[src/common/lane_settings.svh]
// Lane widths, engine count and FIFO depth settings
`ifndef LANE_SETTINGS_SVH
`define LANE_SETTINGS_SVH

// Engines sharing one memory port, id width must cover them
`define LANE_NUM_ENGINES 4
`define LANE_ID_W 2

// Packet field widths
`define LANE_ADDR_W 32
`define LANE_DATA_W 32
`define LANE_CNT_W 16

// Buffering on the shared request and response paths
`define LANE_REQ_FIFO_DEPTH 16
`define LANE_RSP_FIFO_DEPTH 16

// Free slots still open when prog_full rises
`define LANE_PROG_FULL_MARGIN 2

`endif

[src/common/engine_pkg.sv]
// Engine FSM states and packet opcodes
`default_nettype none

package engine_pkg;

    // Engine run states
    typedef enum logic [2:0] {
        IDLE,
        SETUP,
        ISSUE,
        DRAIN,
        DONE
    } engine_state_e;

    // Read request to memory, data on the lane
    typedef enum logic [0:0] {
        OP_READ,
        OP_DATA
    } packet_opcode_e;

endpackage

`default_nettype wire

[src/common/lane_pkg.sv]
// Packet, descriptor and FIFO handshake structs shared across the lane
`default_nettype none

`include "lane_settings.svh"

package lane_pkg;

    // One request, response or lane packet
    typedef struct packed {
        logic                           valid;
        engine_pkg::packet_opcode_e     opcode;
        logic [`LANE_ID_W-1:0]          id;
        logic [`LANE_ADDR_W-1:0]        addr;
        logic [`LANE_DATA_W-1:0]        data;
    } mem_packet_t;

    // Kernel start, one run of count reads per engine
    typedef struct packed {
        logic                           valid;
        logic [`LANE_ADDR_W-1:0]        base;
        logic [`LANE_CNT_W-1:0]         count;
    } descriptor_t;

    // Receiver to sender
    typedef struct packed {
        logic rd_en;
    } fifo_ctrl_in_t;

    // FIFO state seen by the other side
    typedef struct packed {
        logic empty;
        logic prog_full;
    } fifo_ctrl_out_t;

endpackage

`default_nettype wire

[src/logic/fifo_sync.sv]
// Synchronous packet FIFO with registered output, empty and prog_full flags
`timescale 1ns/1ps
`default_nettype none

`include "lane_settings.svh"

module fifo_sync #(
    parameter int DEPTH = 16
) (
    input  wire logic                    ap_clk,
    input  wire logic                    areset_i,
    input  wire lane_pkg::mem_packet_t   wr_packet_i,
    input  wire lane_pkg::fifo_ctrl_in_t ctrl_i,
    output lane_pkg::mem_packet_t        rd_packet_o,
    output lane_pkg::fifo_ctrl_out_t     ctrl_o
);

    // DEPTH is a power of two so the pointers wrap on their own
    localparam int PTR_W = $clog2(DEPTH);
    localparam int CNT_W = $clog2(DEPTH + 1);

    lane_pkg::mem_packet_t mem_q [DEPTH];
    logic [PTR_W-1:0] wr_ptr_q;
    logic [PTR_W-1:0] rd_ptr_q;
    logic [CNT_W-1:0] count_q;
    logic             wr_ok;
    logic             rd_ok;

    assign wr_ok = wr_packet_i.valid && (count_q != CNT_W'(DEPTH));
    assign rd_ok = ctrl_i.rd_en && (count_q != '0);

    // Storage
    always_ff @(posedge ap_clk) begin
        if (wr_ok) begin
            mem_q[wr_ptr_q] <= wr_packet_i;
        end
    end

    always_ff @(posedge ap_clk) begin
        if (areset_i) begin
            wr_ptr_q          <= '0;
            rd_ptr_q          <= '0;
            count_q           <= '0;
            rd_packet_o.valid <= 1'b0;
        end else begin
            wr_ptr_q <= wr_ptr_q + PTR_W'(wr_ok);
            rd_ptr_q <= rd_ptr_q + PTR_W'(rd_ok);
            count_q  <= count_q + CNT_W'(wr_ok) - CNT_W'(rd_ok);
            // Output register moves only on rd_en, otherwise the head stays put
            if (ctrl_i.rd_en) begin
                rd_packet_o       <= mem_q[rd_ptr_q];
                rd_packet_o.valid <= rd_ok;
            end
        end
    end

    // Empty also covers a packet still waiting in the output register
    assign ctrl_o.empty     = (count_q == '0) && !rd_packet_o.valid;
    // One slot beyond the margin for the write already in flight
    assign ctrl_o.prog_full = count_q >= CNT_W'(DEPTH - `LANE_PROG_FULL_MARGIN - 1);

endmodule

`default_nettype wire

[src/arbiter/arbiter_1_to_n_response.sv]
// Memory response FIFO with routing of each packet to the engine its id names
`timescale 1ns/1ps
`default_nettype none

`include "lane_settings.svh"

module arbiter_1_to_n_response (
    input  wire logic                     ap_clk,
    input  wire logic                     areset_i,
    input  wire lane_pkg::mem_packet_t    response_i,
    input  wire lane_pkg::fifo_ctrl_out_t engine_ctrl_i [`LANE_NUM_ENGINES],
    output lane_pkg::mem_packet_t         response_o [`LANE_NUM_ENGINES],
    output lane_pkg::fifo_ctrl_out_t      ctrl_o
);

    lane_pkg::mem_packet_t  head;
    lane_pkg::fifo_ctrl_in_t head_ctrl;
    logic                   fwd;

    // Head leaves only when its engine has room
    assign fwd             = head.valid && !engine_ctrl_i[head.id].prog_full;
    // Refill the head when it is empty or leaving this cycle
    assign head_ctrl.rd_en = !head.valid || fwd;

    fifo_sync #(
        .DEPTH(`LANE_RSP_FIFO_DEPTH)
    ) u_rsp_fifo (
        .ap_clk     (ap_clk),
        .areset_i   (areset_i),
        .wr_packet_i(response_i),
        .ctrl_i     (head_ctrl),
        .rd_packet_o(head),
        .ctrl_o     (ctrl_o)
    );

    // One cycle from head to engine, valid only on the addressed port
    always_ff @(posedge ap_clk) begin
        if (areset_i) begin
            for (int k = 0; k < `LANE_NUM_ENGINES; k++) begin
                response_o[k].valid <= 1'b0;
            end
        end else begin
            for (int k = 0; k < `LANE_NUM_ENGINES; k++) begin
                response_o[k]       <= head;
                response_o[k].valid <= fwd && (head.id == `LANE_ID_W'(k));
            end
        end
    end

endmodule

`default_nettype wire

[config.mk]
export PLATFORM = sky130hd
export DESIGN_NAME = arbiter_1_to_n_response
export DESIGN_NICKNAME = d
export VERILOG_FILES = /design/src/common/engine_pkg.sv /design/src/common/lane_pkg.sv /design/src/logic/fifo_sync.sv /design/src/arbiter/arbiter_1_to_n_response.sv
export VERILOG_INCLUDE_DIRS = /design/src /design/src/common
export SDC_FILE = /design/constraint.sdc
export NUM_CORES = 1
export LEC_CHECK = 0
export BUFFER_PORTS_ARGS = -buffer_cell sky130_fd_sc_hd__buf_2
export CAP_MARGIN = 20
export CORE_MARGIN = 2
export CORE_UTILIZATION = 60
export CTS_BUF_LIST = sky130_fd_sc_hd__clkbuf_16
export DETAILED_ROUTE_END_ITERATION = 6
export PLACE_DENSITY = 0.81
export SLEW_MARGIN = 20
export SYNTH_ARGS = -nofsm -noshare
export SYNTH_HDL_FRONTEND = slang
export SYNTH_SLANG_ARGS = --single-unit
[constraint.sdc]
create_clock -name ap_clk -period 9.35 [get_ports ap_clk]
set_input_delay 0.4675 -clock ap_clk [delete_from_list [all_inputs] [get_ports ap_clk]]
set_output_delay 0.4675 -clock ap_clk [all_outputs]
set_load 0.02 [all_outputs]
==> results.cfg <==
[outcome]
status = finished, final reports clean

[setup_path]
cp_slowest_cell = nor2_4
cp_data_arrival_time_ps = 4550
reg2reg_from = u_rsp_fifo.count_q[2]
r2r_cells = 6
path_buf_inv = 2
path_delay_family = simple AND/OR/NAND/NOR gates
cp_data_required_time_ps = 9630
cp-start-kind = register
crit_path_max_fanout = 46
worstReg2RegEnd = u_rsp_fifo.mem_q[14][32]
critical_path_class = reg2reg
crit_chain = inv_1, ha_1, a31oi_1, nand3b_1, nor2_4, buf_4
critPathMaxStageDelay_ps = 940
reg2reg_slack_ps = 5080
end_kind = register

[floorplan]
dieArea_mm2 = 0.0798
fp.dieH_um = 282
initial_utilization_pct = 60.3
core-area_mm2 = 0.0771
dieWidth_um = 282
rows = 102
ios = 352

[yosys]
synth_area_mm2 = 0.0465
syn_nets = 2175
seq_area_frac_synth_pct = 78.6
ys_top_cells_by_area = edfxtp_1 78%, mux4_2 13%, buf_4 3.4%
async_flop_share_pct = 0
syn_inst = 2082
synth.avg_cell_area_um2 = 22.3
synth_warnings = 0
synth_top_area_cell = edfxtp_1
ys_types = 31
ys.flop_type = edfxtp_1
synth_top_area_share_pct = 77.9
yosys_register_bits = 1224
synth_edf_count = 1206

[clocking]
numCtsBuffers = 111
cts.sinks = 1224
path_clk_slew_ps = 70
post_cts_resize_count = 0
clk_latency_ps = 700
cts_max_level = 3
cts_max_path_buffers = 3
cts_root_buffer = clkbuf_16
cts_tree = done

[detailed_routing]
drt_iter0_drc = 2930
drc = 0
wl_met1_um = 38300
wl_met2_um = 55600
postRouteAntennaNets = 0
firstDrtPassIters = 5
post_drt_wl_per_cell_um = 31.6
routed-via-count = 22500
wl_um = 109000
routed.top_layer = met5
via_per_inst = 6.54
met3_length_um = 10300

[sta]
grt_setup_unrepaired = false
setup_tns_ps = 0
clock.fmax_mhz = 234
setup_violations = 0
slew_violations = 0
fin_skew_ps = 38.5
hold_viol = 0
min_period_ps = 4270
timing.hold.ws_ps = 140
slew_headroom_pct = 22.4
fin_crit_sh_pct = 45.6
worstMarginPinSlew_ps = 1160

[power]
total_power_w = 0.0143
leakage_nw = 16.9
power_density_mw_per_mm2 = 276
peakVddDrop_mv = 0.234

[min_path]
hold_path_class = in2reg
min_from = response_i[8]
hold_end = u_rsp_fifo.mem_q[0][8]
min_path_cells = 1

[job]
drv_cap = 0

[global_route]
grt.total_usage_pct = 27.5
grt_pass1_vias = 22900
grt_max_degree = 182
grt_pass1_wl_um = 156000
grt-ovfl-total = 0
antenna_found_initial = 17

[cells_and_area]
final_cell_mix = 1,206 x edfxtp_1, 347 x buf_2, 269 x mux4_2
layout_commonest_cell = edfxtp_1
drive_above_1_share_pct = 35.7
nets = 2380
area_delta_synth_final_pct = 11.4

[placement]
port_buffers = 347
dp_hpwl_um = 48600
place_congestion = 0.716
==> kinds of logic after synthesis <==
| logic type | Yosys count | share of synthesized area [%] |
|---|---|---|
| muxes | 269 | 13.0 |
| and+or+nand+nor | 121 | 1.13 |
| buffers and inverters | 303 | 4.38 |
| xor gates and xnor gates | 7 | 0.132 |
| AOI/OAI and AO/OA | 143 | 2.28 |
| DFF | 1224 | 78.6 |
| adders and majority gates | 15 | 0.420 |
==> per-stage QoR <==
stage	util, %	cells	area [µm²]	setup slack (ps)
global placement	62.2	3209	48000	5250
floorplan	-	2082	46500	2680
finish	67.2	3433	51800	5080
detailed placement	62.3	3210	48000	5040
global route	67.2	3427	51800	4830
CTS	67.2	3421	51800	5020
==> power breakdown <==
part | switching [W] | internal, W
registers | 0.000219 | 0.00647
clock network | 0.00204 | 0.00265
logic | 0.00162 | 0.00130
==> sequential cells by signal, indices dropped and copies added, names as in the netlist <==
signal,cells
u_rsp_fifo.rd_ptr_q,4
u_rsp_fifo.mem_q,1072
u_rsp_fifo.count_q,5
response_o,71
u_rsp_fifo.wr_ptr_q,4
u_rsp_fifo.rd_packet_o,68
==> synth_stat cells (all sizes together), types with 3 or more instances <==
cell type,count
nor2,23
mux4,269
ha,14
inv,10
a21oi,3
dfxtp,18
a31oi,3
nand2,70
a22oi,134
nor2b,8
edfxtp,1206
nor3,6
nand3,3
xnor2,5
buf,256
clkbuf,37
==> layer usage <==
layer / global-route usage (%) / up-vias
met3: 5.14 / 313
met5: 0 / -
met4: 11.7 / 14
met2: 45.9 / 1669
met1: 36.1 / 11600
li1: - / 8838
==> repair_timing <==
action	CTS	global route
hold endpoints to repair	3	0
buffers inserted	0	0
hold buffers	3	0
endpoints found under the setup margin	0	0
==> area by class of cell <==
cell class | instances | area [µm²]
diodes | 11 | 27.5
clock buffers | 113 | 2830
clock inverters | 95 | 933
fillers | 4519 | 25300
inverters | 10 | 40.0
multi-input cells | 555 | 8040
flip-flops and latches | 1224 | 36600
well taps | 1040 | 1300
repair buffers | 385 | 2070
==> how the worst max path moves through the flow <==
stage,start,endpoint,depth (start not counted)
5_1_grt,u_rsp_fifo.count_q[2],u_rsp_fifo.mem_q[14][31],6
4_1_cts,u_rsp_fifo.count_q[2],u_rsp_fifo.mem_q[14][58],6
3_3_place_gp,u_rsp_fifo.count_q[2],u_rsp_fifo.mem_q[14][49],6
2_1_floorplan,u_rsp_fifo.count_q[2],u_rsp_fifo.mem_q[0][0],5
6_report,u_rsp_fifo.count_q[2],u_rsp_fifo.mem_q[14][32],6
3_5_place_dp,u_rsp_fifo.count_q[2],u_rsp_fifo.mem_q[14][42],6
Note: power is estimated with default switching activity, not from simulation.
