[src/common/lane_settings.svh]
// Lane widths, engine count and FIFO depth settings
`ifndef LANE_SETTINGS_SVH
`define LANE_SETTINGS_SVH

// Engines sharing one memory port, id width must cover them
`define LANE_NUM_ENGINES 4
`define LANE_ID_W 2

// Packet field widths
`define LANE_ADDR_W 32
`define LANE_DATA_W 32
`define LANE_CNT_W 16

// Buffering on the shared request and response paths
`define LANE_REQ_FIFO_DEPTH 16
`define LANE_RSP_FIFO_DEPTH 16

// Free slots still open when prog_full rises
`define LANE_PROG_FULL_MARGIN 2

`endif

[src/common/engine_pkg.sv]
// Engine FSM states and packet opcodes
`default_nettype none

package engine_pkg;

    // Engine run states
    typedef enum logic [2:0] {
        IDLE,
        SETUP,
        ISSUE,
        DRAIN,
        DONE
    } engine_state_e;

    // Read request to memory, data on the lane
    typedef enum logic [0:0] {
        OP_READ,
        OP_DATA
    } packet_opcode_e;

endpackage

`default_nettype wire

[src/common/lane_pkg.sv]
// Packet, descriptor and FIFO handshake structs shared across the lane
`default_nettype none

`include "lane_settings.svh"

package lane_pkg;

    // One request, response or lane packet
    typedef struct packed {
        logic                           valid;
        engine_pkg::packet_opcode_e     opcode;
        logic [`LANE_ID_W-1:0]          id;
        logic [`LANE_ADDR_W-1:0]        addr;
        logic [`LANE_DATA_W-1:0]        data;
    } mem_packet_t;

    // Kernel start, one run of count reads per engine
    typedef struct packed {
        logic                           valid;
        logic [`LANE_ADDR_W-1:0]        base;
        logic [`LANE_CNT_W-1:0]         count;
    } descriptor_t;

    // Receiver to sender
    typedef struct packed {
        logic rd_en;
    } fifo_ctrl_in_t;

    // FIFO state seen by the other side
    typedef struct packed {
        logic empty;
        logic prog_full;
    } fifo_ctrl_out_t;

endpackage

`default_nettype wire

[src/logic/fifo_sync.sv]
// Synchronous packet FIFO with registered output, empty and prog_full flags
`timescale 1ns/1ps
`default_nettype none

`include "lane_settings.svh"

module fifo_sync #(
    parameter int DEPTH = 16
) (
    input  wire logic                    ap_clk,
    input  wire logic                    areset_i,
    input  wire lane_pkg::mem_packet_t   wr_packet_i,
    input  wire lane_pkg::fifo_ctrl_in_t ctrl_i,
    output lane_pkg::mem_packet_t        rd_packet_o,
    output lane_pkg::fifo_ctrl_out_t     ctrl_o
);

    // DEPTH is a power of two so the pointers wrap on their own
    localparam int PTR_W = $clog2(DEPTH);
    localparam int CNT_W = $clog2(DEPTH + 1);

    lane_pkg::mem_packet_t mem_q [DEPTH];
    logic [PTR_W-1:0] wr_ptr_q;
    logic [PTR_W-1:0] rd_ptr_q;
    logic [CNT_W-1:0] count_q;
    logic             wr_ok;
    logic             rd_ok;

    assign wr_ok = wr_packet_i.valid && (count_q != CNT_W'(DEPTH));
    assign rd_ok = ctrl_i.rd_en && (count_q != '0);

    // Storage
    always_ff @(posedge ap_clk) begin
        if (wr_ok) begin
            mem_q[wr_ptr_q] <= wr_packet_i;
        end
    end

    always_ff @(posedge ap_clk) begin
        if (areset_i) begin
            wr_ptr_q          <= '0;
            rd_ptr_q          <= '0;
            count_q           <= '0;
            rd_packet_o.valid <= 1'b0;
        end else begin
            wr_ptr_q <= wr_ptr_q + PTR_W'(wr_ok);
            rd_ptr_q <= rd_ptr_q + PTR_W'(rd_ok);
            count_q  <= count_q + CNT_W'(wr_ok) - CNT_W'(rd_ok);
            // Output register moves only on rd_en, otherwise the head stays put
            if (ctrl_i.rd_en) begin
                rd_packet_o       <= mem_q[rd_ptr_q];
                rd_packet_o.valid <= rd_ok;
            end
        end
    end

    // Empty also covers a packet still waiting in the output register
    assign ctrl_o.empty     = (count_q == '0) && !rd_packet_o.valid;
    // One slot beyond the margin for the write already in flight
    assign ctrl_o.prog_full = count_q >= CNT_W'(DEPTH - `LANE_PROG_FULL_MARGIN - 1);

endmodule

`default_nettype wire

[src/arbiter/arbiter_n_to_1_request.sv]
// Round-robin merge of engine read requests into one request FIFO
`timescale 1ns/1ps
`default_nettype none

`include "lane_settings.svh"

module arbiter_n_to_1_request (
    input  wire logic                    ap_clk,
    input  wire logic                    areset_i,
    input  wire lane_pkg::mem_packet_t   request_i [`LANE_NUM_ENGINES],
    output logic [`LANE_NUM_ENGINES-1:0] grant_rd_en_o,
    input  wire lane_pkg::fifo_ctrl_in_t ctrl_i,
    output lane_pkg::mem_packet_t        request_o,
    output lane_pkg::fifo_ctrl_out_t     ctrl_o
);

    logic [`LANE_ID_W-1:0]    ptr_q;
    logic [`LANE_ID_W-1:0]    sel;
    logic                     sel_valid;
    logic                     fire;
    lane_pkg::mem_packet_t    wr_q;
    lane_pkg::fifo_ctrl_out_t fifo_ctrl;

    // ------------------------------------------------------------------------
    // Grant selection
    // ------------------------------------------------------------------------
    // First requesting engine at or after the rotating pointer
    always_comb begin
        logic [`LANE_ID_W-1:0] idx;
        sel       = '0;
        sel_valid = 1'b0;
        for (int k = 0; k < `LANE_NUM_ENGINES; k++) begin
            idx = ptr_q + `LANE_ID_W'(k);
            if (!sel_valid && request_i[idx].valid) begin
                sel       = idx;
                sel_valid = 1'b1;
            end
        end
    end

    // No grant while the FIFO is nearly full
    assign fire = sel_valid && !fifo_ctrl.prog_full;

    always_comb begin
        for (int k = 0; k < `LANE_NUM_ENGINES; k++) begin
            grant_rd_en_o[k] = fire && (sel == `LANE_ID_W'(k));
        end
    end

    // Granted packet lands in the FIFO one cycle later
    always_ff @(posedge ap_clk) begin
        if (areset_i) begin
            ptr_q      <= '0;
            wr_q.valid <= 1'b0;
        end else begin
            wr_q       <= request_i[sel];
            wr_q.valid <= fire;
            if (fire) begin
                ptr_q <= sel + 1'b1;
            end
        end
    end

    fifo_sync #(
        .DEPTH(`LANE_REQ_FIFO_DEPTH)
    ) u_req_fifo (
        .ap_clk     (ap_clk),
        .areset_i   (areset_i),
        .wr_packet_i(wr_q),
        .ctrl_i     (ctrl_i),
        .rd_packet_o(request_o),
        .ctrl_o     (fifo_ctrl)
    );

    assign ctrl_o.empty     = fifo_ctrl.empty && !wr_q.valid;
    assign ctrl_o.prog_full = fifo_ctrl.prog_full;

endmodule

`default_nettype wire

[config.mk]
export PLATFORM = sky130hd
export DESIGN_NAME = arbiter_n_to_1_request
export DESIGN_NICKNAME = d
export VERILOG_FILES = /design/src/common/engine_pkg.sv /design/src/common/lane_pkg.sv /design/src/logic/fifo_sync.sv /design/src/arbiter/arbiter_n_to_1_request.sv
export VERILOG_INCLUDE_DIRS = /design/src /design/src/common
export SDC_FILE = /design/constraint.sdc
export NUM_CORES = 1
export LEC_CHECK = 0
export BUFFER_PORTS_ARGS = -buffer_cell sky130_fd_sc_hd__buf_2
export CORE_MARGIN = 2
export CORE_UTILIZATION = 47
export CTS_CLUSTER_SIZE = 12
export DETAILED_ROUTE_END_ITERATION = 10
export MAX_ROUTING_LAYER = met4
export PLACE_DENSITY = 0.72
export RECOVER_POWER = 25
export SYNTH_ARGS = -nofsm -noshare
export SYNTH_HDL_FRONTEND = slang
export SYNTH_SLANG_ARGS = --single-unit
[constraint.sdc]
create_clock -name ap_clk -period 14.4 [get_ports ap_clk]
set_input_delay 1.44 -clock ap_clk [delete_from_list [all_inputs] [get_ports ap_clk]]
set_output_delay 1.44 -clock ap_clk [all_outputs]
set_load 0.03 [all_outputs]
==> flow_metrics.tcl <==
set metrics [dict create \
    final.setup_skew_ps 19.7 \
    synth_adder_area_share 0.00516 \
    multiplexer_fraction_of_the_synthesized_cell_area 0.202 \
    totalNegativeSetupSlack_ps 0 \
    synth_most_common_cell "sky130_fd_sc_hd__edfxtp_1" \
    dominantRegCellSynth "sky130_fd_sc_hd__edfxtp_1" \
    clock_sink_count 1223 \
    drt-initial-drc-count 2239 \
    syn-num-nets 2267 \
    hp-start "u_req_fifo.rd_packet_o[67]" \
    antenna_left 0 \
    critical_path.startpoint_type "input pin" \
    final_max_slew_viol_count 0 \
    hold_violations 0 \
    ctsHoldBuffers 0 \
    timing.rr.start "u_req_fifo.rd_ptr_q[1]" \
    vias_per_cell 5.87 \
    buffers_inserted_by_post_cts_timing_repair 0 \
    top_achievable_clock_speed_mhz 225 \
    critPathRequiredTime_ps 12960 \
    worstMarginPinSlew_ps 1170 \
    mappedNetlistArea_mm2 0.0475 \
    syn_area_per_cell_um2 24.1 \
    synthArstFlopShare 0 \
    drc 0 \
    post_synthesis_compound_gate_area_fraction 0.00184 \
    post_synth_most_frequent_cells "1206 x sky130_fd_sc_hd__edfxtp_1, 331 x sky130_fd_sc_hd__mux4_2, 203 x sky130_fd_sc_hd__mux2i_1" \
    post_synth_inst_count 1973 \
    area_delta_synth_final_pct 14.1 \
    vdd_drop_max_uv 124 \
    cap_violations 0 \
    fin_crit_sh 0.309 \
    synth_sequential_area_ratio 0.769 \
    timing.critical_path.mode_cell "sky130_fd_sc_hd__buf_2" \
    pwr_per_cell_area_mw_per_mm2 168 \
    clk_transition_reported_paths_ps 60 \
    synth_largest_type_area_fraction 0.762 \
    cts_buffers 120 \
    crit_path_cell_trace "buf_2 > a21oi_1 > o21ai_0 > o2bb2a_4 > inv_1 > ha_1 > and2_1 > buf_2" \
    critical_path_end_type "output port" \
    synth.distinct_cells 36 \
    insertion_delay_ps 700 \
    grt-ovfl-total 0 \
    first_global_vias 22900 \
    rsz0062_at_grt "no" \
    tritoncts "done" \
    area.sequential_mm2 0.0366 \
    num_vias 22000 \
    antenna_found_initial 2 \
    setup.reg_to_reg.worst_slack_ps 10320 \
    slowest_stage "sky130_fd_sc_hd__o2bb2a_4" \
    pin_count 349 \
    final_nets 2678 \
    synth-edff-count 1206 \
    cts-htree-levels 3 \
    number_of_standard_cell_rows_in_the_floorplan 116 \
    clockBufferDepth 3 \
    die_width_um 322 \
    postPlaceCellArea_mm2 0.0507 \
    worstSetupPathType "in2out" \
    regToRegEndpoint "u_req_fifo.rd_packet_o[64]" \
    layout-drive-gt1-share 0.362 \
    die_y_um 322 \
    hold_path_depth 2 \
    multi_input_area_mm2 0.0104 \
    report.final.setup_viol 0 \
    synth_xor_xnor_area_share 0.00129 \
    worstRegToRegCells 4 \
    clock_tree.root_cell "sky130_fd_sc_hd__clkbuf_16" \
    yosys_top_cell_by_area "sky130_fd_sc_hd__edfxtp_1" \
    io_buffers 348 \
    wire_per_inst_um 27.5 \
    min_path_type "reg2reg" \
    grt_max_degree 120 \
    netlist_top_cells_area "sky130_fd_sc_hd__edfxtp_1 76%, sky130_fd_sc_hd__mux4_2 16%, sky130_fd_sc_hd__mux2i_1 4.3%" \
    gp_routability_congestion 0.772 \
    worst-path-max-fanout 24 \
    place.detailed.hpwl_um 53300 \
    fill_cells 7390 \
    fp.dieArea_mm2 0.104 \
    synthesis.yosys.warnings 0 \
    whs_endpoint "u_req_fifo.rd_packet_o[67]" \
    globalRouteTotalUtil 0.205 \
    slew_headroom 0.223 \
    initial_utilization 0.475 \
    arrival_ps 3000 \
    leakagePower_nw 17.5 \
    setup.worst_path.start "request_i[271]" \
    global_route_wire_length_before_repair_um 150000 \
    cts-resized-gates 0 \
    finish.instance_area_mm2 0.0542 \
    core_area_mm2 0.100 \
    synth_simple_gate_area_share 0.00624 \
    ys_seq_elements 1223 \
    run_status "finished clean" \
    postRouteWirelength_um 103000 \
    critical_path.max_stage_delay_ps 490 \
    layout_min_cycle_time_ps 4440 \
    antennaDiodeCount 0 \
    synth_top_family_by_area "multiplexers" \
    drtPass1Iterations 7 \
]
[stage by stage]
| stage | std cells | total power, mW | util | setup WS [ps] | hold WS (ps) |
|---|---|---|---|---|---|
| 2_1_floorplan | 1973 | 5.90 | - | 7840 | 520 |
| 3_3_place_gp | 3560 | 6.25 | 0.507 | 10030 | 495 |
| 3_5_place_dp | 3560 | 6.33 | 0.507 | 10000 | 507 |
| 4_1_cts | 3748 | 9.18 | 0.542 | 9990 | 519 |
| 5_1_grt | 3748 | 9.43 | 0.542 | 9860 | 599 |
| 6_report | 3748 | 9.09 | 0.542 | 9960 | 519 |
[critical path: cells and delay by family]
kind / cells / cell delay (ps)
buf+inv: 3 / 420
fa+ha+maj: 1 / 200
simple gates: 1 / 130
compound gates: 3 / 810
[cells in the final DEF, fill, tap and decap left out, drive strengths merged, types with 5 or more instances in the layout]
master and instances:
inv 16, edfxtp 1206, dfxtp 17, mux2i 203, a21oi 6, nor3 6
clkinv 22, clkbuf 157, nor2 26, mux4 335, bufinv 5, buf 390
ha 18, nor2b 8
[how the worst max path moves through the flow]
stage                                  end  slack, ps  cells past startpoint
CTS                       grant_rd_en_o[0]       9990                      8
global placement          grant_rd_en_o[1]      10030                      8
global route              grant_rd_en_o[0]       9860                      8
floorplan           u_req_fifo.mem_q[0][0]       7840                      6
finish                    grant_rd_en_o[0]       9960                      8
detailed placement        grant_rd_en_o[0]      10000                      8
[sequential cells by signal, summed over array words and instances, names as in the netlist]
| register | count |
|---|---|
| u_req_fifo.rd_ptr_q | 4 |
| u_req_fifo.rd_packet_o | 68 |
| wr_q | 68 |
| ptr_q | 2 |
| u_req_fifo.wr_ptr_q | 4 |
| u_req_fifo.count_q | 5 |
| u_req_fifo.mem_q | 1072 |
[power by group]
| group | switching [mW] | total (mW) | internal (mW) | leakage, nW |
|---|---|---|---|---|
| clock network | 1.25 | 2.86 | 1.62 | 1.69 |
| registers | 0.276 | 4.63 | 4.36 | 11.1 |
| logic | 0.770 | 1.59 | 0.823 | 4.69 |
[area by class of cell]
cell class,instances,area share
Clock inverter,31,0.00602
Timing Repair Buffer,390,0.0382
Sequential cell,1223,0.674
Tap cell,1298,0.0299
Inverter,13,0.000946
Multi-Input combinational cell,636,0.192
Clock buffer,157,0.0585
[per-layer routing]
metal,wire length [um],GRT usage,share of wire
met2,52500,0.335,0.51
met4,1550,0.0440,0.015
met1,42200,0.277,0.41
met3,6780,0.0298,0.066
met5,0,-,0
[logic make-up (layout without fill, tap and decap cells)]
logic type	after synthesis	in the layout
flip-flops	1223	1223
buffers and inverters	114	591
AND/OR/NAND/NOR	59	59
AO/OA/AOI/OAI	13	13
adder cells (fa/ha/maj)	19	19
multiplexers	538	538
XOR/XNOR	7	7
No activity file was read; power rests on OpenSTA's default activity.
