[src/common/lane_settings.svh]
// Lane widths, engine count and FIFO depth settings
`ifndef LANE_SETTINGS_SVH
`define LANE_SETTINGS_SVH

// Engines sharing one memory port, id width must cover them
`define LANE_NUM_ENGINES 4
`define LANE_ID_W 2

// Packet field widths
`define LANE_ADDR_W 32
`define LANE_DATA_W 32
`define LANE_CNT_W 16

// Buffering on the shared request and response paths
`define LANE_REQ_FIFO_DEPTH 16
`define LANE_RSP_FIFO_DEPTH 16

// Free slots still open when prog_full rises
`define LANE_PROG_FULL_MARGIN 2

`endif

[src/common/engine_pkg.sv]
// Engine FSM states and packet opcodes
`default_nettype none

package engine_pkg;

    // Engine run states
    typedef enum logic [2:0] {
        IDLE,
        SETUP,
        ISSUE,
        DRAIN,
        DONE
    } engine_state_e;

    // Read request to memory, data on the lane
    typedef enum logic [0:0] {
        OP_READ,
        OP_DATA
    } packet_opcode_e;

endpackage

`default_nettype wire

[src/common/lane_pkg.sv]
// Packet, descriptor and FIFO handshake structs shared across the lane
`default_nettype none

`include "lane_settings.svh"

package lane_pkg;

    // One request, response or lane packet
    typedef struct packed {
        logic                           valid;
        engine_pkg::packet_opcode_e     opcode;
        logic [`LANE_ID_W-1:0]          id;
        logic [`LANE_ADDR_W-1:0]        addr;
        logic [`LANE_DATA_W-1:0]        data;
    } mem_packet_t;

    // Kernel start, one run of count reads per engine
    typedef struct packed {
        logic                           valid;
        logic [`LANE_ADDR_W-1:0]        base;
        logic [`LANE_CNT_W-1:0]         count;
    } descriptor_t;

    // Receiver to sender
    typedef struct packed {
        logic rd_en;
    } fifo_ctrl_in_t;

    // FIFO state seen by the other side
    typedef struct packed {
        logic empty;
        logic prog_full;
    } fifo_ctrl_out_t;

endpackage

`default_nettype wire

[src/logic/fifo_sync.sv]
// Synchronous packet FIFO with registered output, empty and prog_full flags
`timescale 1ns/1ps
`default_nettype none

`include "lane_settings.svh"

module fifo_sync #(
    parameter int DEPTH = 16
) (
    input  wire logic                    ap_clk,
    input  wire logic                    areset_i,
    input  wire lane_pkg::mem_packet_t   wr_packet_i,
    input  wire lane_pkg::fifo_ctrl_in_t ctrl_i,
    output lane_pkg::mem_packet_t        rd_packet_o,
    output lane_pkg::fifo_ctrl_out_t     ctrl_o
);

    // DEPTH is a power of two so the pointers wrap on their own
    localparam int PTR_W = $clog2(DEPTH);
    localparam int CNT_W = $clog2(DEPTH + 1);

    lane_pkg::mem_packet_t mem_q [DEPTH];
    logic [PTR_W-1:0] wr_ptr_q;
    logic [PTR_W-1:0] rd_ptr_q;
    logic [CNT_W-1:0] count_q;
    logic             wr_ok;
    logic             rd_ok;

    assign wr_ok = wr_packet_i.valid && (count_q != CNT_W'(DEPTH));
    assign rd_ok = ctrl_i.rd_en && (count_q != '0);

    // Storage
    always_ff @(posedge ap_clk) begin
        if (wr_ok) begin
            mem_q[wr_ptr_q] <= wr_packet_i;
        end
    end

    always_ff @(posedge ap_clk) begin
        if (areset_i) begin
            wr_ptr_q          <= '0;
            rd_ptr_q          <= '0;
            count_q           <= '0;
            rd_packet_o.valid <= 1'b0;
        end else begin
            wr_ptr_q <= wr_ptr_q + PTR_W'(wr_ok);
            rd_ptr_q <= rd_ptr_q + PTR_W'(rd_ok);
            count_q  <= count_q + CNT_W'(wr_ok) - CNT_W'(rd_ok);
            // Output register moves only on rd_en, otherwise the head stays put
            if (ctrl_i.rd_en) begin
                rd_packet_o       <= mem_q[rd_ptr_q];
                rd_packet_o.valid <= rd_ok;
            end
        end
    end

    // Empty also covers a packet still waiting in the output register
    assign ctrl_o.empty     = (count_q == '0) && !rd_packet_o.valid;
    // One slot beyond the margin for the write already in flight
    assign ctrl_o.prog_full = count_q >= CNT_W'(DEPTH - `LANE_PROG_FULL_MARGIN - 1);

endmodule

`default_nettype wire

[src/engine/engine_template.sv]
// Per-engine read issue, response collection and lane forwarding FSM
`timescale 1ns/1ps
`default_nettype none

`include "lane_settings.svh"

module engine_template #(
    parameter int ENGINE_ID = 0
) (
    input  wire logic                    ap_clk,
    input  wire logic                    areset_i,
    input  wire lane_pkg::descriptor_t   descriptor_i,
    output lane_pkg::mem_packet_t        request_o,
    input  wire logic                    request_rd_en_i,
    input  wire lane_pkg::mem_packet_t   response_i,
    output lane_pkg::fifo_ctrl_out_t     response_ctrl_o,
    input  wire lane_pkg::mem_packet_t   lane_i,
    output lane_pkg::fifo_ctrl_out_t     lane_ctrl_o,
    output lane_pkg::mem_packet_t        lane_o,
    input  wire logic                    lane_rd_en_i,
    output logic                         done_o
);

    localparam logic [`LANE_ID_W-1:0] ID = `LANE_ID_W'(ENGINE_ID);

    engine_pkg::engine_state_e state_q;
    logic [`LANE_ADDR_W-1:0]   base_q;
    logic [`LANE_ADDR_W-1:0]   addr_q;
    logic [`LANE_CNT_W-1:0]    count_q;
    logic [`LANE_CNT_W-1:0]    issue_cnt_q;
    logic [`LANE_CNT_W-1:0]    rsp_cnt_q;
    lane_pkg::mem_packet_t     hold_q;
    lane_pkg::mem_packet_t     rsp_data;
    lane_pkg::mem_packet_t     own_pkt;
    lane_pkg::mem_packet_t     lane_wr;
    lane_pkg::fifo_ctrl_out_t  lane_ctrl;
    lane_pkg::fifo_ctrl_in_t   lane_rd;
    logic                      lane_take;

    // ------------------------------------------------------------------------
    // Run FSM and read issue
    // ------------------------------------------------------------------------
    always_ff @(posedge ap_clk) begin
        if (areset_i) begin
            state_q         <= engine_pkg::IDLE;
            request_o.valid <= 1'b0;
            issue_cnt_q     <= '0;
            rsp_cnt_q       <= '0;
        end else begin
            // Slot frees once the arbiter took the packet
            if (request_rd_en_i) begin
                request_o.valid <= 1'b0;
            end
            if (response_i.valid) begin
                rsp_cnt_q <= rsp_cnt_q + 1'b1;
            end
            case (state_q)
                engine_pkg::IDLE, engine_pkg::DONE: begin
                    if (descriptor_i.valid) begin
                        base_q  <= descriptor_i.base;
                        count_q <= descriptor_i.count;
                        state_q <= engine_pkg::SETUP;
                    end
                end
                engine_pkg::SETUP: begin
                    // Interleaved start, this engine owns every Nth word
                    addr_q      <= base_q + `LANE_ADDR_W'(ENGINE_ID);
                    issue_cnt_q <= '0;
                    rsp_cnt_q   <= '0;
                    state_q     <= (count_q == '0) ? engine_pkg::DRAIN : engine_pkg::ISSUE;
                end
                engine_pkg::ISSUE: begin
                    if (!request_o.valid || request_rd_en_i) begin
                        request_o.valid  <= 1'b1;
                        request_o.opcode <= engine_pkg::OP_READ;
                        request_o.id     <= ID;
                        request_o.addr   <= addr_q;
                        request_o.data   <= '0;
                        addr_q           <= addr_q + `LANE_ADDR_W'(`LANE_NUM_ENGINES);
                        issue_cnt_q      <= issue_cnt_q + 1'b1;
                        if (issue_cnt_q + 1'b1 == count_q) begin
                            state_q <= engine_pkg::DRAIN;
                        end
                    end
                end
                engine_pkg::DRAIN: begin
                    if (rsp_cnt_q == count_q && !request_o.valid && !hold_q.valid &&
                        lane_ctrl.empty) begin
                        state_q <= engine_pkg::DONE;
                    end
                end
                default: state_q <= engine_pkg::IDLE;
            endcase
        end
    end

    // ------------------------------------------------------------------------
    // Lane merge, upstream packets first
    // ------------------------------------------------------------------------
    always_comb begin
        rsp_data        = response_i;
        rsp_data.opcode = engine_pkg::OP_DATA;
        rsp_data.id     = ID;
        own_pkt         = hold_q.valid ? hold_q : rsp_data;
        lane_take       = lane_i.valid && !lane_ctrl.prog_full;
        lane_wr         = lane_take ? lane_i : own_pkt;
    end

    // Own data parks here for a cycle when upstream wins the write
    always_ff @(posedge ap_clk) begin
        if (areset_i) begin
            hold_q.valid <= 1'b0;
        end else if (lane_take) begin
            hold_q <= own_pkt;
        end else begin
            hold_q.valid <= 1'b0;
        end
    end

    assign lane_rd.rd_en = lane_rd_en_i;

    fifo_sync #(
        .DEPTH(`LANE_RSP_FIFO_DEPTH)
    ) u_lane_fifo (
        .ap_clk     (ap_clk),
        .areset_i   (areset_i),
        .wr_packet_i(lane_wr),
        .ctrl_i     (lane_rd),
        .rd_packet_o(lane_o),
        .ctrl_o     (lane_ctrl)
    );

    assign lane_ctrl_o = lane_ctrl;
    // Incoming and parked responses both count against the router
    assign response_ctrl_o.empty     = lane_ctrl.empty && !hold_q.valid;
    assign response_ctrl_o.prog_full = lane_ctrl.prog_full || hold_q.valid || response_i.valid;

    assign done_o = (state_q == engine_pkg::DONE) && lane_ctrl.empty && !lane_take;

endmodule

`default_nettype wire

[config.mk]
export PLATFORM = sky130hd
export DESIGN_NAME = engine_template
export DESIGN_NICKNAME = d
export VERILOG_FILES = /design/src/common/engine_pkg.sv /design/src/common/lane_pkg.sv /design/src/logic/fifo_sync.sv /design/src/engine/engine_template.sv
export VERILOG_INCLUDE_DIRS = /design/src /design/src/common
export SDC_FILE = /design/constraint.sdc
export NUM_CORES = 1
export LEC_CHECK = 0
export BUFFER_PORTS_ARGS = -buffer_cell sky130_fd_sc_hd__clkbuf_2
export CAP_MARGIN = 10
export CORE_MARGIN = 2
export CORE_UTILIZATION = 50
export DETAILED_ROUTE_END_ITERATION = 8
export PLACE_DENSITY = 0.7
export RECOVER_POWER = 50
export SLEW_MARGIN = 10
export SYNTH_ARGS = -nofsm -noshare
export SYNTH_HDL_FRONTEND = slang
export SYNTH_SLANG_ARGS = --single-unit
[constraint.sdc]
create_clock -name ap_clk -period 7.68 [get_ports ap_clk]
set_clock_uncertainty 0.15 [all_clocks]
set_input_delay 1.152 -clock ap_clk [delete_from_list [all_inputs] [get_ports ap_clk]]
set_output_delay 1.152 -clock ap_clk [all_outputs]
set_load 0.01 [all_outputs]
==> impl_metrics.yaml <==
setup_path:
  crit_fanout: 46
  end_kind: "output pin"
  crit_type: "reg2out"
  cp-start-kind: "flip-flop"
  required_ns: 6.38
  arrival_ns: 4.70
placed_design:
  hpwlAfterDp_um: 62900
  gp_congestion: 0.811
  postPlaceCellArea_um2: 56600
  io_buffers: 291
  place_inst: 4107
layout:
  fin_area_um2: 60800
  syn2layout_area_growth_pct: 13.6
  nFillCells: 7790
  drive_gt1_share_pct: 27.8
  fin_cells: 4361
  num-nets-final: 3052
outcome:
  status: "complete, but fails checks"
  violations: "antenna violations, max-capacitance violations, max-slew violations"
floorplanning:
  core_area_um2: 107000
  dieHeight_um: 331
  die_area_um2: 110000
  dieWidth_um: 331
  io_pins: 330
  start_util_pct: 50.2
  rows: 120
timing:
  fmax_ghz: 0.167
  hold_viol_final: 0
  relSlewSlack_pct: -131
  fin_crit_ns: 6.00
  setup_viol: 0
  slew_viol_final: 354
  whs_ns: 0.269
  worst_pin_slew_ns: 3.46
  period_share_pct: 78.1
  fin_tns_setup_ns: 0
  grt_setup_unrepaired: "false"
power:
  leakage_nw: 19.3
  power_mw: 19.5
  max-vdd-ir-drop_uv: 264
  p_per_area_nw_per_um2: 321
routing:
  ant_nets: 1
  first_pass_iters: 5
  vias_per_cell: 5.90
  wl_per_cell_um: 26.1
  via_count: 25700
  drcViolationCount: 0
  wirelength_um: 114000
  drt_iter0_drc: 2313
global_route:
  track_usage_pct: 20.9
  grt_pass1_wl_um: 171000
  grt_max_degree: 109
  antenna_found_initial: 0
  grt_pass1_vias: 27000
  grt-ovfl-total: 0
run:
  drv_cap: 9
yosys:
  ys_top_cells_by_area: "edfxtp_1 (74%), mux4_2 (14%), mux2_2 (2.8%)"
  syn_area_um2: 53500
  ys_ff_latch: 1369
  yosysMostFrequentCell: "edfxtp_1"
  yosysUniqueCellTypes: 64
  syn_inst: 2483
  yosys-top-cells-count: "edfxtp_1 (1318), mux4_2 (335), mux2_2 (131)"
  ys.flop_type: "edfxtp_1"
  synth-edff-count: 1318
  ys_warn_count: 0
  yosysTopAreaCell: "edfxtp_1"
  synth_top_area_share_pct: 73.9
  synth-async-reset-ratio_pct: 0
  seq_area_frac_synth_pct: 75.8
  syn_avg_cell_area_um2: 21.6
cts:
  clk_pin_slew_ns: 0.06
  root_buffer: "clkbuf_16"
  hold_buffers: 0
  cts_num_sinks: 1369
  cts_setup_buffers: 0
  clockBufferDepth: 3
  cts_resized: 0
  cts_tree: "yes"
  cts-buffers-inserted: 139
  cts_htree_levels: 4
  clk_latency_ns: 0.74
hold_path:
  hold_class: "reg2reg"
## layout by cell type (no fill, tap or decap), drive strengths merged, types with 5 or more instances in the layout
master,n
bufinv,8
mux2,131
nand2,65
a21oi,13
mux4,335
o21ai,55
xnor2,35
clkinv,64
edfxtp,1318
nand3,30
clkinvlp,5
and2,9
ha,17
nor3,19
diode,5
xor2,49
nor4,11
and4,10
conb,35
inv,26
dfxtp,51
buf,44
clkbuf,461
and3,13
nand2b,5
nor2b,14
nand4,15
nor2,69
## power breakdown
group          leakage (nW)  internal, mW  total, mW  switching [mW]
sequential             12.4          9.32       9.60           0.288
clock                  2.15          3.69       6.48            2.79
combinational          4.74          1.56       3.44            1.88
total                  19.3          14.6       19.5            4.95
## cell type report
cell class	instances	area (µm²)	area share, %
well taps	1403	1760	2.89
repair buffers	341	1690	2.78
clock inverters	85	728	1.20
multi-input cells	976	12300	20.2
flip-flops and latches	1369	40600	66.8
inverters	18	67.6	0.111
diodes	5	12.5	0.0206
clock buffers	164	3650	5.99
## state kept, by name, indices dropped and copies added, names as in the netlist
name,cells
u_lane_fifo.rd_ptr_q,4
issue_cnt_q,16
u_lane_fifo.mem_q,1072
u_lane_fifo.wr_ptr_q,4
state_q,3
hold_q,68
addr_q,32
u_lane_fifo.count_q,5
count_q,16
rsp_cnt_q,16
u_lane_fifo.rd_packet_o,68
base_q,32
request_o,33
## metrics by stage
stage / worst slack (ns) / util (%)
2_1_floorplan: 0.412 / -
3_3_place_gp: 2.79 / 53.1
3_5_place_dp: 2.71 / 53.1
4_1_cts: 2.66 / 57.2
5_1_grt: 1.32 / 57.0
6_report: 1.68 / 57.1
## cells by family after synthesis
group	synth area share, %
simple gates	2.72
flops	75.8
compound gates	1.08
mux	16.9
xor+xnor	1.42
fa+ha+maj	0.435
other cells	0.00700
buf+inv	1.64
## routing by layer
metal / up-vias / track usage, % / share of wire, %
li1: 10900 / - / -
met3: 164 / 3.36 / 6.0
met1: 13700 / 28.3 / 40
met2: 958 / 35.7 / 52
met5: - / 0 / 0
met4: 0 / 5.36 / 1.9
## path summary, 6_finish.rpt
check	depth (start not counted)	slack (ns)	start	to
min reg2reg	0	0.27	addr_q[1]$_DFFE_PP_	request_o[33]$_DFFE_PP_
max reg2reg	9	1.91	u_lane_fifo.count_q[1]$_SDFF_PP0_	u_lane_fifo.mem_q[12][9]$_DFFE_PP_
min	0	0.27	addr_q[1]$_DFFE_PP_	request_o[33]$_DFFE_PP_
max	3	1.68	hold_q[67]$_SDFF_PN0_	response_ctrl_o[1]
## worst max-delay path, cell delays in order (launching register included)
cell	delay, ns
dfxtp_1	1.20
clkbuf_1	2.41
nor3_4	0.03
clkbuf_2	0.25
No activity file was read; power rests on OpenSTA's default activity.
